File: config.mk
export PLATFORM = sky130hd
export DESIGN_NAME = mem_test_top
export DESIGN_NICKNAME = d
export VERILOG_FILES = /design/src/hdl/mem_test_pkg.sv /design/src/hdl/mem_test_top.sv /design/src/hdl/burst_test_seq.sv /design/src/hdl/burst_report.sv /design/src/hdl/uart_tx.sv
export VERILOG_INCLUDE_DIRS = /design/src /design/src/include
export SDC_FILE = /design/constraint.sdc
export NUM_CORES = 1
export LEC_CHECK = 0
export ABC_AREA = 0
export ABC_CLOCK_PERIOD_IN_PS = 2000
export BUFFER_PORTS_ARGS = -buffer_cell sky130_fd_sc_hd__buf_2
export CELL_PAD_IN_SITES_DETAIL_PLACEMENT = 1
export CELL_PAD_IN_SITES_GLOBAL_PLACEMENT = 1
export CORE_ASPECT_RATIO = 1.2
export CORE_MARGIN = 5
export CORE_UTILIZATION = 41
export DETAILED_ROUTE_END_ITERATION = 8
export PLACE_DENSITY = 0.72
export SKIP_CTS_REPAIR_TIMING = 1
export SYNTH_ARGS = -nofsm -noshare
export SYNTH_HDL_FRONTEND = slang
export SYNTH_HIERARCHICAL = 1
export SYNTH_SLANG_ARGS = --single-unit
File: constraint.sdc
create_clock -name clk_133MHz_210 -period 2 [get_ports clk_133MHz_210]
set_input_delay 0.1 -clock clk_133MHz_210 [delete_from_list [all_inputs] [get_ports clk_133MHz_210]]
set_output_delay 0.1 -clock clk_133MHz_210 [all_outputs]
set_load 0.03 [all_outputs]
File: src/include/mem_test_defs.svh
`ifndef MEM_TEST_DEFS_SVH
`define MEM_TEST_DEFS_SVH

////////////////////
// Serial line.
////////////////////

// Clock cycles per serial bit. 1157 gives 115200 baud at 133 MHz.
`define MT_BAUD_DIV 8

////////////////////
// Burst sequencing.
////////////////////

`define MT_PAUSE_CYCLES 20 // Idle gap after each good burst.
`define MT_ADDR_LIMIT 16   // Last burst sits at this address minus 4.
`define MT_ERR_BYTE 8'hEE  // Sent in place of a failing word.

////////////////////
// Memory port.
////////////////////

`define MT_ADDR_W 24 // Bank, row and column.
`define MT_WORD_W 16 // One memory word.

`endif
File: src/hdl/mem_test_pkg.sv
`include "mem_test_defs.svh"

package mem_test_pkg;

    // One four-word burst. Word 0 and byte 0 sit in the low bits.
    typedef union packed {
        logic [3:0][`MT_WORD_W-1:0] words; // Compare view.
        logic [7:0][7:0]            bytes; // Report view.
    } burst_t;

    ////////////////////
    // Memory port.
    ////////////////////

    typedef struct packed {
        logic                  wr_req; // Held until wr_done.
        logic                  rd_req; // Held until rd_done.
        logic [`MT_ADDR_W-1:0] addr;
        burst_t                wdata;
    } mem_req_t;

    typedef struct packed {
        logic   wr_done; // One-cycle pulse.
        logic   rd_done; // One-cycle pulse, rdata valid here.
        burst_t rdata;
    } mem_rsp_t;

    ////////////////////
    // Report handshake.
    ////////////////////

    typedef struct packed {
        logic   start;    // One-cycle pulse.
        burst_t expected; // Stable until done.
        burst_t actual;   // Stable until done.
    } report_req_t;

    typedef struct packed {
        logic done; // One-cycle pulse.
        logic fail; // Valid with done.
    } report_rsp_t;

endpackage

File: src/hdl/mem_test_top.sv
`timescale 1ns/1ps

module mem_test_top (
    input  logic                   clk_133MHz_210,
    input  logic                   rst_n,
    output mem_test_pkg::mem_req_t mem_req,   // To the external memory.
    input  mem_test_pkg::mem_rsp_t mem_rsp,   // From the external memory.
    output logic                   txd,       // Serial report, idle high.
    output logic                   err_led,   // Sticky mismatch lamp.
    output logic                   test_done  // Sticky pass flag.
);

    // Sequencer to reporter.
    mem_test_pkg::report_req_t rpt_req;
    mem_test_pkg::report_rsp_t rpt_rsp;

    // Reporter to serializer.
    logic [7:0] tx_byte;
    logic       byte_valid;
    logic       ready;

    ////////////////////
    // Burst sequencer.
    ////////////////////

    burst_test_seq u_seq (
        .clk_133MHz_210 (clk_133MHz_210),
        .rst_n          (rst_n),
        .mem_req        (mem_req),
        .mem_rsp        (mem_rsp),
        .rpt_req        (rpt_req),
        .rpt_rsp        (rpt_rsp),
        .err_led        (err_led),
        .test_done      (test_done)
    );

    ////////////////////
    // Word compare and byte select.
    ////////////////////

    burst_report u_report (
        .clk_133MHz_210 (clk_133MHz_210),
        .rst_n          (rst_n),
        .rpt_req        (rpt_req),
        .rpt_rsp        (rpt_rsp),
        .tx_byte        (tx_byte),
        .byte_valid     (byte_valid),
        .ready          (ready)
    );

    ////////////////////
    // Serial line.
    ////////////////////

    uart_tx u_uart (
        .clk_133MHz_210 (clk_133MHz_210),
        .rst_n          (rst_n),
        .tx_byte        (tx_byte),
        .byte_valid     (byte_valid),
        .ready          (ready),
        .txd            (txd)
    );

endmodule

File: src/hdl/burst_test_seq.sv
`timescale 1ns/1ps
`include "mem_test_defs.svh"

module burst_test_seq (
    input  logic                      clk_133MHz_210,
    input  logic                      rst_n,
    output mem_test_pkg::mem_req_t    mem_req,
    input  mem_test_pkg::mem_rsp_t    mem_rsp,
    output mem_test_pkg::report_req_t rpt_req,
    input  mem_test_pkg::report_rsp_t rpt_rsp,
    output logic                      err_led,
    output logic                      test_done
);

    localparam int ADDR_W  = `MT_ADDR_W;
    localparam int PAUSE_W = $clog2(`MT_PAUSE_CYCLES);

    // State encodings.
    localparam logic [2:0] S_WRITE  = 3'd0;
    localparam logic [2:0] S_READ   = 3'd1;
    localparam logic [2:0] S_REPORT = 3'd2;
    localparam logic [2:0] S_PAUSE  = 3'd3;
    localparam logic [2:0] S_STEP   = 3'd4;
    localparam logic [2:0] S_HALT   = 3'd5;

    logic [2:0]                 state;
    logic                       wr_req;
    logic                       rd_req;
    logic [ADDR_W-1:0]          addr;      // Burst base address.
    mem_test_pkg::burst_t       wdata;     // Pattern written, also the expected one.
    mem_test_pkg::burst_t       rdata;     // Burst read back.
    logic                       rpt_start;
    logic [PAUSE_W-1:0]         pause_cnt;

    assign mem_req = '{wr_req: wr_req, rd_req: rd_req, addr: addr, wdata: wdata};
    assign rpt_req = '{start: rpt_start, expected: wdata, actual: rdata};

    // Read capture. Held through the report.
    always_ff @(posedge clk_133MHz_210) begin
        if (mem_rsp.rd_done) begin
            rdata <= mem_rsp.rdata;
        end
    end

    ////////////////////
    // Main FSM.
    ////////////////////

    always_ff @(posedge clk_133MHz_210 or negedge rst_n) begin
        if (!rst_n) begin
            state     <= S_WRITE;
            wr_req    <= 1'b0;
            rd_req    <= 1'b0;
            addr      <= '0;
            wdata     <= '0;
            rpt_start <= 1'b0;
            pause_cnt <= '0;
            err_led   <= 1'b0;
            test_done <= 1'b0;
        end else begin
            rpt_start <= 1'b0; // Pulse only.
            case (state)
                S_WRITE: begin
                    if (mem_rsp.wr_done) begin
                        wr_req <= 1'b0; // Drop the cycle after done.
                        state  <= S_READ;
                    end else begin
                        wr_req <= 1'b1;
                    end
                end
                S_READ: begin
                    if (mem_rsp.rd_done) begin
                        rd_req    <= 1'b0;
                        rpt_start <= 1'b1; // rdata lands on the same edge.
                        state     <= S_REPORT;
                    end else begin
                        rd_req <= 1'b1;
                    end
                end
                S_REPORT: begin
                    if (rpt_rsp.done) begin
                        if (rpt_rsp.fail) begin
                            err_led <= 1'b1; // Stop for good.
                            state   <= S_HALT;
                        end else begin
                            pause_cnt <= '0;
                            state     <= S_PAUSE;
                        end
                    end
                end
                S_PAUSE: begin
                    if (pause_cnt == PAUSE_W'(`MT_PAUSE_CYCLES - 1)) begin
                        state <= S_STEP;
                    end else begin
                        pause_cnt <= pause_cnt + 1'b1;
                    end
                end
                S_STEP: begin
                    // Last burst passed.
                    if (addr == ADDR_W'(`MT_ADDR_LIMIT - 4)) begin
                        test_done <= 1'b1;
                        state     <= S_HALT;
                    end else begin
                        addr <= addr + ADDR_W'(4); // Next burst slot.
                        for (int i = 0; i < 4; i++) begin
                            wdata.words[i] <= wdata.words[i] + 1'b1;
                        end
                        wr_req <= 1'b1;
                        state  <= S_WRITE;
                    end
                end
                default: begin
                    state <= S_HALT; // Halted, port stays quiet.
                end
            endcase
        end
    end

endmodule

File: src/hdl/burst_report.sv
`timescale 1ns/1ps
`include "mem_test_defs.svh"

module burst_report (
    input  logic                      clk_133MHz_210,
    input  logic                      rst_n,
    input  mem_test_pkg::report_req_t rpt_req,
    output mem_test_pkg::report_rsp_t rpt_rsp,
    output logic [7:0]                tx_byte,
    output logic                      byte_valid,
    input  logic                      ready
);

    // State encodings.
    localparam logic [2:0] R_IDLE  = 3'd0;
    localparam logic [2:0] R_CHECK = 3'd1;
    localparam logic [2:0] R_HI    = 3'd2; // High byte offered.
    localparam logic [2:0] R_LO    = 3'd3; // Low byte offered.
    localparam logic [2:0] R_ERR   = 3'd4; // Error code offered.

    logic [2:0] state;
    logic [1:0] widx;   // Word under test.
    logic       done_q;
    logic       fail_q;
    logic       accept; // Byte taken by the serializer.

    assign accept  = byte_valid && ready;
    assign rpt_rsp = '{done: done_q, fail: fail_q};

    always_ff @(posedge clk_133MHz_210 or negedge rst_n) begin
        if (!rst_n) begin
            state      <= R_IDLE;
            widx       <= '0;
            tx_byte    <= '0;
            byte_valid <= 1'b0;
            done_q     <= 1'b0;
            fail_q     <= 1'b0;
        end else begin
            done_q <= 1'b0;
            case (state)
                R_IDLE: begin
                    if (rpt_req.start) begin
                        widx  <= '0;
                        state <= R_CHECK;
                    end
                end
                R_CHECK: begin
                    byte_valid <= 1'b1;
                    if (rpt_req.actual.words[widx] == rpt_req.expected.words[widx]) begin
                        tx_byte <= rpt_req.actual.bytes[{widx, 1'b1}]; // High byte first.
                        state   <= R_HI;
                    end else begin
                        tx_byte <= `MT_ERR_BYTE;
                        state   <= R_ERR;
                    end
                end
                R_HI: begin
                    if (accept) begin
                        tx_byte <= rpt_req.actual.bytes[{widx, 1'b0}]; // Keep valid up.
                        state   <= R_LO;
                    end
                end
                R_LO: begin
                    if (accept) begin
                        byte_valid <= 1'b0;
                        if (widx == 2'd3) begin
                            done_q <= 1'b1; // Clean burst.
                            fail_q <= 1'b0;
                            state  <= R_IDLE;
                        end else begin
                            widx  <= widx + 1'b1;
                            state <= R_CHECK;
                        end
                    end
                end
                R_ERR: begin
                    // Done only once 0xEE has gone.
                    if (accept) begin
                        byte_valid <= 1'b0;
                        done_q     <= 1'b1;
                        fail_q     <= 1'b1;
                        state      <= R_IDLE;
                    end
                end
                default: begin
                    state <= R_IDLE;
                end
            endcase
        end
    end

endmodule

File: src/hdl/uart_tx.sv
`timescale 1ns/1ps
`include "mem_test_defs.svh"

module uart_tx (
    input  logic       clk_133MHz_210,
    input  logic       rst_n,
    input  logic [7:0] tx_byte,
    input  logic       byte_valid,
    output logic       ready,
    output logic       txd
);

    localparam int BAUD_W = $clog2(`MT_BAUD_DIV);

    logic [10:0]       frame;    // Two stop, eight data, one start. LSB goes out first.
    logic [3:0]        bit_cnt;  // Bit on the line.
    logic [BAUD_W-1:0] baud_cnt; // Cycles within the bit.
    logic              busy;

    assign ready = !busy;
    assign txd   = frame[0]; // Ones refill behind the shift, so idle stays high.

    always_ff @(posedge clk_133MHz_210 or negedge rst_n) begin
        if (!rst_n) begin
            frame    <= '1;
            bit_cnt  <= '0;
            baud_cnt <= '0;
            busy     <= 1'b0;
        end else if (!busy) begin
            if (byte_valid) begin
                frame    <= {2'b11, tx_byte, 1'b0};
                bit_cnt  <= '0;
                baud_cnt <= '0;
                busy     <= 1'b1;
            end
        end else begin
            if (baud_cnt == BAUD_W'(`MT_BAUD_DIV - 1)) begin
                baud_cnt <= '0;
                frame    <= {1'b1, frame[10:1]}; // Next bit.
                if (bit_cnt == 4'd10) begin
                    busy <= 1'b0; // Last stop bit done.
                end else begin
                    bit_cnt <= bit_cnt + 1'b1;
                end
            end else begin
                baud_cnt <= baud_cnt + 1'b1;
            end
        end
    end

endmodule

==> run metrics, run 1 <==
status=finished with violations; failing checks=negative setup slack; Vias/cell=5.368; Starting DRT DRC Count=546; crit path capture type=register; final max-slew violation count=0; area of the mapped netlist=0.009806 mm^2; pwr/cell area=961.2 mW/mm^2; R2R cell count=9; CTS root buffer=clkbuf_16; total congestion overflow=0; clock sink count=196; Yosys reg bits=196; RSZ-0062 raised after global routing=true; CTS tree=yes; sequential power share=43.2%; largest net degree at the start of global routing=57; Reg clk slew, reported paths=0.08 ns; area of the multi-input gates=0.003900 mm^2; RR Startpoint=u_report/widx[0]; asr flop ratio synth=67.35%; critical path peak fanout=5; Total Wirelength=33,080 um; drt drc=0; Worst-Skew Late Latency=0.45 ns; Synth area leader=dfrtp_1; die width=151.2 um; Int Power=8116 uW; Net Switching=4291 uW; P&R area growth vs syn=31.64%; Fin Hold WS=0.2399 ns; Worst VDD drop=0.0008037 V; Crit. Startpoint=u_report/widx[0]; Max Cap Viol=0; Final GP Congestion=0.8968; Hold WC Path Type=input port to register; die height=179.4 um; worst slew pin tran=0.6498 ns; DR vias=7,563; yosys warns=6; Peak Freq=0.4042 GHz; period utilisation layout=123.7%; combinational share of power=29.0%; sequential fraction of the synthesis area=53.40%; vias in the first global route=7,737; PortBufs=158; number of I/O pins=161; Worst Skew=0.02079 ns; R2R setup slack=-0.47 ns; drt first pass iters=5; ANT nets after route=0; # diodes=0; Synth top cells by count=dfrtp_1, buf_4, edfxtp_1; minimum clock period after layout=2.474 ns; Req. time, crit path=2.32 ns; Hold Path Depth=2; final setup vio count=10; Sw Share=34.59%; final HPWL from detailed placement=21,420 um; HP Start=mem_rsp[64]; relative slew slack=56.68%; Hold Vio Cnt, Final=0; final core utilization=54.38%; core area=0.02374 mm^2; synth unique cells=63; first-pass GRT wire length=45,240 um; FF/Latch Area=0.005243 mm^2; cells after synthesis=785; Startpoint Class=register; Longest Clk Path Bufs=2; top post-synthesis cells by area=dfrtp_1, edfxtp_1, mux4_2; number of antenna violations at the first check in global routing=0; Rows=62; Syn Area/Cell=12.49 um^2; Post-synth top flop=dfrtp_1; EDFF count, synth=64; Arrival @ worst endpoint=2.79 ns; Initial Util=41.31%; clock buffers created by TritonCTS=17; Synth top area share=31.39%; fillcell total=2,534; LEAKAGE=0.005881 uW; GRT Overall Usage=21.74%; Total Neg Setup Slack=-4.536 ns; per-cell routed wire length=23.48 um; most common cell in the netlist=dfrtp_1; H-tree lvl count=4; Clk pwr share=27.8%; Worst Setup Path Type=register to register; Nets=1,155; layout cells sized above 1=38.75%; Setup WS post-layout=-0.4742 ns; Die ar.=0.02712 mm^2
==> state kept, by name (all words and copies together) (netlist names) <==
signal / flops
u_report/byte_valid: 1
u_report/done_q: 1
u_report/fail_q: 1
u_report/state: 3
u_report/tx_byte: 8
u_report/widx: 2
u_seq/addr: 22
u_seq/err_led: 1
u_seq/pause_cnt: 5
u_seq/rd_req: 1
u_seq/rdata: 64
u_seq/rpt_start: 1
u_seq/state: 3
u_seq/test_done: 1
u_seq/wdata: 64
u_seq/wr_req: 1
u_uart/baud_cnt: 3
u_uart/bit_cnt: 4
u_uart/busy: 1
u_uart/frame: 9
==> final timing paths <==
| path | end |
|---|---|
| setup reg to reg | u_report/tx_byte[3] |
| setup / recovery | u_report/tx_byte[3] |
| hold reg to reg | u_seq/test_done |
| min in group asynchronous | u_seq/pause_cnt[2] |
| max in group asynchronous | u_uart/frame[8] |
| hold / removal | u_seq/rdata[59] |
==> cell families (layout without fill, tap and decap cells) <==
group / count (synthesis) / count (layout) / share of synthesized area [%]
xor gates and xnor gates: 101 / 101 / 9.021
and+or+nand+nor: 243 / 243 / 13.84
muxes: 50 / 50 / 9.404
other: 1 / 2 / 0.03824
adders and majority gates: 11 / 11 / 1.404
buffers and inverters: 113 / 416 / 8.026
DFF: 196 / 196 / 53.40
AOI/OAI and AO/OA: 70 / 70 / 4.862
==> per-stage QoR <==
step	total power [uW]	instance area, um^2	setup slack [ns]	instances
after floorplan	7495	9832	-0.1632	786
after global placement	8514	11370	-0.3286	1298
after detailed placement	8637	11370	-0.4013	1298
after CTS	12060	11950	-0.4390	1330
after global routing	12970	12910	-0.5582	1409
final	12410	12910	-0.4742	1409
==> per-layer routing <==
metal / GRT usage (%) / share of wire [%] / up-vias
li1: - / - / 3360
met1: 28.27 / 39 / 3887
met2: 37.95 / 53 / 263
met3: 3.501 / 4.5 / 53
met4: 5.080 / 3.3 / 0
met5: 0 / 0 / -
==> final cells by class <==
cell class	instances	area share (%)
Tap cell	320	3.102
Clock inverter	13	0.8917
Timing Repair Buffer	372	21.24
Clock buffer	19	3.596
Multi-Input combinational cell	477	30.21
Inverter	12	0.3489
Sequential cell	196	40.61
==> power groups by stage <==
stage                     registers (uW)  logic, uW  clock network [uW]
after floorplan                     5640       1860                   0
final                               5360       3590                3450
after detailed placement            5390       3240                   0
after CTS                           5330       3280                3450
after global routing                5420       3870                3680
after global placement              5380       3140                   0
==> layout by cell type (no fill, tap or decap), types with 18 or more instances in the layout <==
cell / synthesis / final
buf_2: 7 / 157
buf_4: 74 / 129
dfrtp_1: 123 / 118
dlygate4sd3_1: 0 / 66
edfxtp_1: 64 / 64
xnor2_1: 53 / 53
xor2_1: 48 / 47
nand2_1: 45 / 45
nor2_1: 39 / 38
nand3_1: 36 / 36
mux4_2: 29 / 31
nand4_1: 30 / 30
clkbuf_16: 0 / 20
and3_1: 18 / 18
==> critical path, cell delays in order (launching register included) <==
cell	delay, ns
dfrtp_2	0.45
buf_12	0.14
buf_8	0.12
mux4_2	0.55
xor2_1	0.17
nor4_1	0.31
buf_4	0.19
and4_4	0.24
buf_6	0.13
a21oi_2	0.06
Power figures use the tool's default switching activity.
==> run 2: changes to the inputs <==
--- a/config.mk
+++ b/config.mk
@@ -16,6 +16,7 @@
 export CORE_UTILIZATION = 41
 export DETAILED_ROUTE_END_ITERATION = 8
 export PLACE_DENSITY = 0.72
+export REMOVE_ABC_BUFFERS = 1
 export SKIP_CTS_REPAIR_TIMING = 1
 export SYNTH_ARGS = -nofsm -noshare
 export SYNTH_HDL_FRONTEND = slang
==> run metrics, run 2 (same netlist as run 1, synthesis figures left out) <==
status=finished with violations (unchanged); failing checks=negative setup slack (unchanged); CP max-delay cell=mux4_2 (unchanged); core area=0.02374 mm^2 (unchanged); relative slew slack=65.54% (was 56.68%); Vias/cell=5.341 (was 5.368); cell family with most CP delay=simple AND/OR/NAND/NOR gates (was buffers and inverters); number of antenna violations at the first check in global routing=0 (unchanged); Longest Clk Path Bufs=2 (unchanged); Peak Freq=0.4199 GHz (was 0.4042 GHz); peak per-stage delay on the critical path=0.56 ns (was 0.55 ns); Worst VDD drop=0.0006203 V (was 0.0008037 V); Initial Util=41.31% (unchanged); Starting DRT DRC Count=421 (was 546); largest net degree at the start of global routing=63 (was 57); # diodes=0 (unchanged); worst slew pin tran=0.5038 ns (was 0.6498 ns); Die ar.=0.02712 mm^2 (unchanged); Reg clk slew, reported paths=0.08 ns (about the same); drt first pass iters=5 (unchanged); vias in the first global route=7,867 (was 7,737); Nets=1,143 (was 1,155); critical path peak fanout=11 (was 5); Worst Setup Path Type=register to register (unchanged); Total Neg Setup Slack=-3.318 ns (was -4.536 ns); CTS tree=yes (unchanged); first-pass GRT wire length=45,270 um (was 45,240 um); commonest non-fill, non-tap cells in the layout=buf_2, buf_4, dfrtp_1 (unchanged); Post-DP Area=0.01134 mm^2 (was 0.01137 mm^2); clock sink count=196 (unchanged); Max Cap Viol=0 (unchanged); final core utilization=53.76% (was 54.38%); final max-slew violation count=0 (unchanged); minimum clock period after layout=2.382 ns (was 2.474 ns); CTS root buffer=clkbuf_16 (unchanged); CP bufs+invs=2 (was 4); RSZ-0062 raised after global routing=true (unchanged); Arrival @ worst endpoint=2.68 ns (was 2.79 ns); LEAKAGE=0.005795 uW (was 0.005881 uW); Worst-Skew Late Latency=0.44 ns (was 0.45 ns); Setup WS post-layout=-0.3816 ns (was -0.4742 ns); Final GP Congestion=0.9033 (was 0.8968); critical-path cell list=buf_12 > mux4_2 > xor2_1 > nor4_2 > and4_1 > buf_12 > o22ai_4 (was buf_12 > buf_8 > mux4_2 > xor2_1 > nor4_1 > buf_4 > and4_4 > buf_6 > a21oi_2); die height=179.4 um (unchanged); area of the multi-input gates=0.003882 mm^2 (was 0.003900 mm^2); final setup vio count=11 (was 10); total congestion overflow=0 (unchanged); number of I/O pins=161 (unchanged); RR Startpoint=u_report/widx[0] (unchanged); PortBufs=158 (unchanged); drt drc=0 (unchanged); fillcell total=2,533 (was 2,534); fin area=0.01276 mm^2 (was 0.01291 mm^2); FF/Latch Area=0.005238 mm^2 (was 0.005243 mm^2); ANT nets after route=0 (unchanged); Req. time, crit path=2.30 ns (was 2.32 ns); HP Start=mem_rsp[64] (unchanged); largest registers=u_seq/rdata x64, u_seq/wdata x64, u_seq/addr x22 (unchanged); P&R area growth vs syn=30.15% (was 31.64%); per-cell routed wire length=22.61 um (was 23.48 um); GRT Overall Usage=21.76% (was 21.74%); Rows=62 (unchanged); Hold Vio Cnt, Final=0 (unchanged); DR vias=7,462 (was 7,563); fin cells=1,397 (was 1,409); Fin Hold WS=0.02598 ns (was 0.2399 ns); period utilisation layout=119.1% (was 123.7%); Total Wirelength=31,580 um (was 33,080 um); die width=151.2 um (unchanged); Startpoint Class=register (unchanged); clock buffers created by TritonCTS=17 (unchanged); H-tree lvl count=4 (unchanged); crit path capture type=register (unchanged); layout cells sized above 1=37.60% (was 38.75%); Worst Skew=0.01513 ns (was 0.02079 ns); pwr/cell area=967.2 mW/mm^2 (was 961.2 mW/mm^2); final HPWL from detailed placement=21,820 um (was 21,420 um); Hold WC Path Type=input port to register (unchanged); Crit. Startpoint=u_report/widx[0] (unchanged); most used cell, CP=buf_12; most common cell after layout, fill and taps aside=buf_2 (unchanged); # placed instances=1,292 (was 1,298)
run 2: cell count changes in the layout (fill, tap and decap cells not counted), moves of 3 or more:
cell | previous run | this run
dfrtp_1 | 118 | 122
buf_4 | 129 | 126
dfrtp_2 | 5 | 1
clkbuf_16 | 20 | 17
buf_6 | 9 | 2
clkinv_8 | 1 | 4
run 2: worst reg2reg max path: cells and delay by family, from the launching register on:
kind	cells	cell delay [ns]
flip-flops	1	0.46
buffers and inverters	2	0.33
XOR/XNOR	1	0.19
AND/OR/NAND/NOR	2	0.65
AO/OA/AOI/OAI	1	0.07
multiplexers	1	0.56
run 2: where the power goes:
group          switching, uW  internal, uW  total (uW)
Sequential               575          4820        5390
Clock                   1810          1700        3510
Combinational           1950          1490        3440
run 2: layer usage:
layer / wire length [um] / GRT usage [%]
met5: 0 / 0
met4: 1389 / 10.99
met3: 1442 / 4.106
met2: 16980 / 37.52
met1: 11770 / 25.62
run 2: worst paths after layout:
kind,end,slack (ns),cells past startpoint
max,u_report/state[2],-0.38,7
min,u_seq/rpt_start,0.03,3
max reg2reg,u_report/state[2],-0.38,7
min reg2reg,u_seq/test_done,0.46,1
max in group asynchronous,u_seq/addr[19],1.04,3
min in group asynchronous,u_seq/test_done,0.14,2
run 2: final cells by class:
class	instances	area share (%)
flip-flops and latches	196	41.04
multi-input cells	477	30.42
repair buffers	360	20.33
clock buffers	17	3.333
well taps	320	3.137
clock inverters	15	1.382
inverters	12	0.3529
run 2: metrics by stage:
stage	total power [uW]	setup WS, ns
2_1_floorplan	7265	-1.295
3_3_place_gp	8526	-0.3598
3_5_place_dp	8659	-0.3832
4_1_cts	12190	-0.4327
5_1_grt	12930	-0.4679
6_report	12340	-0.3816
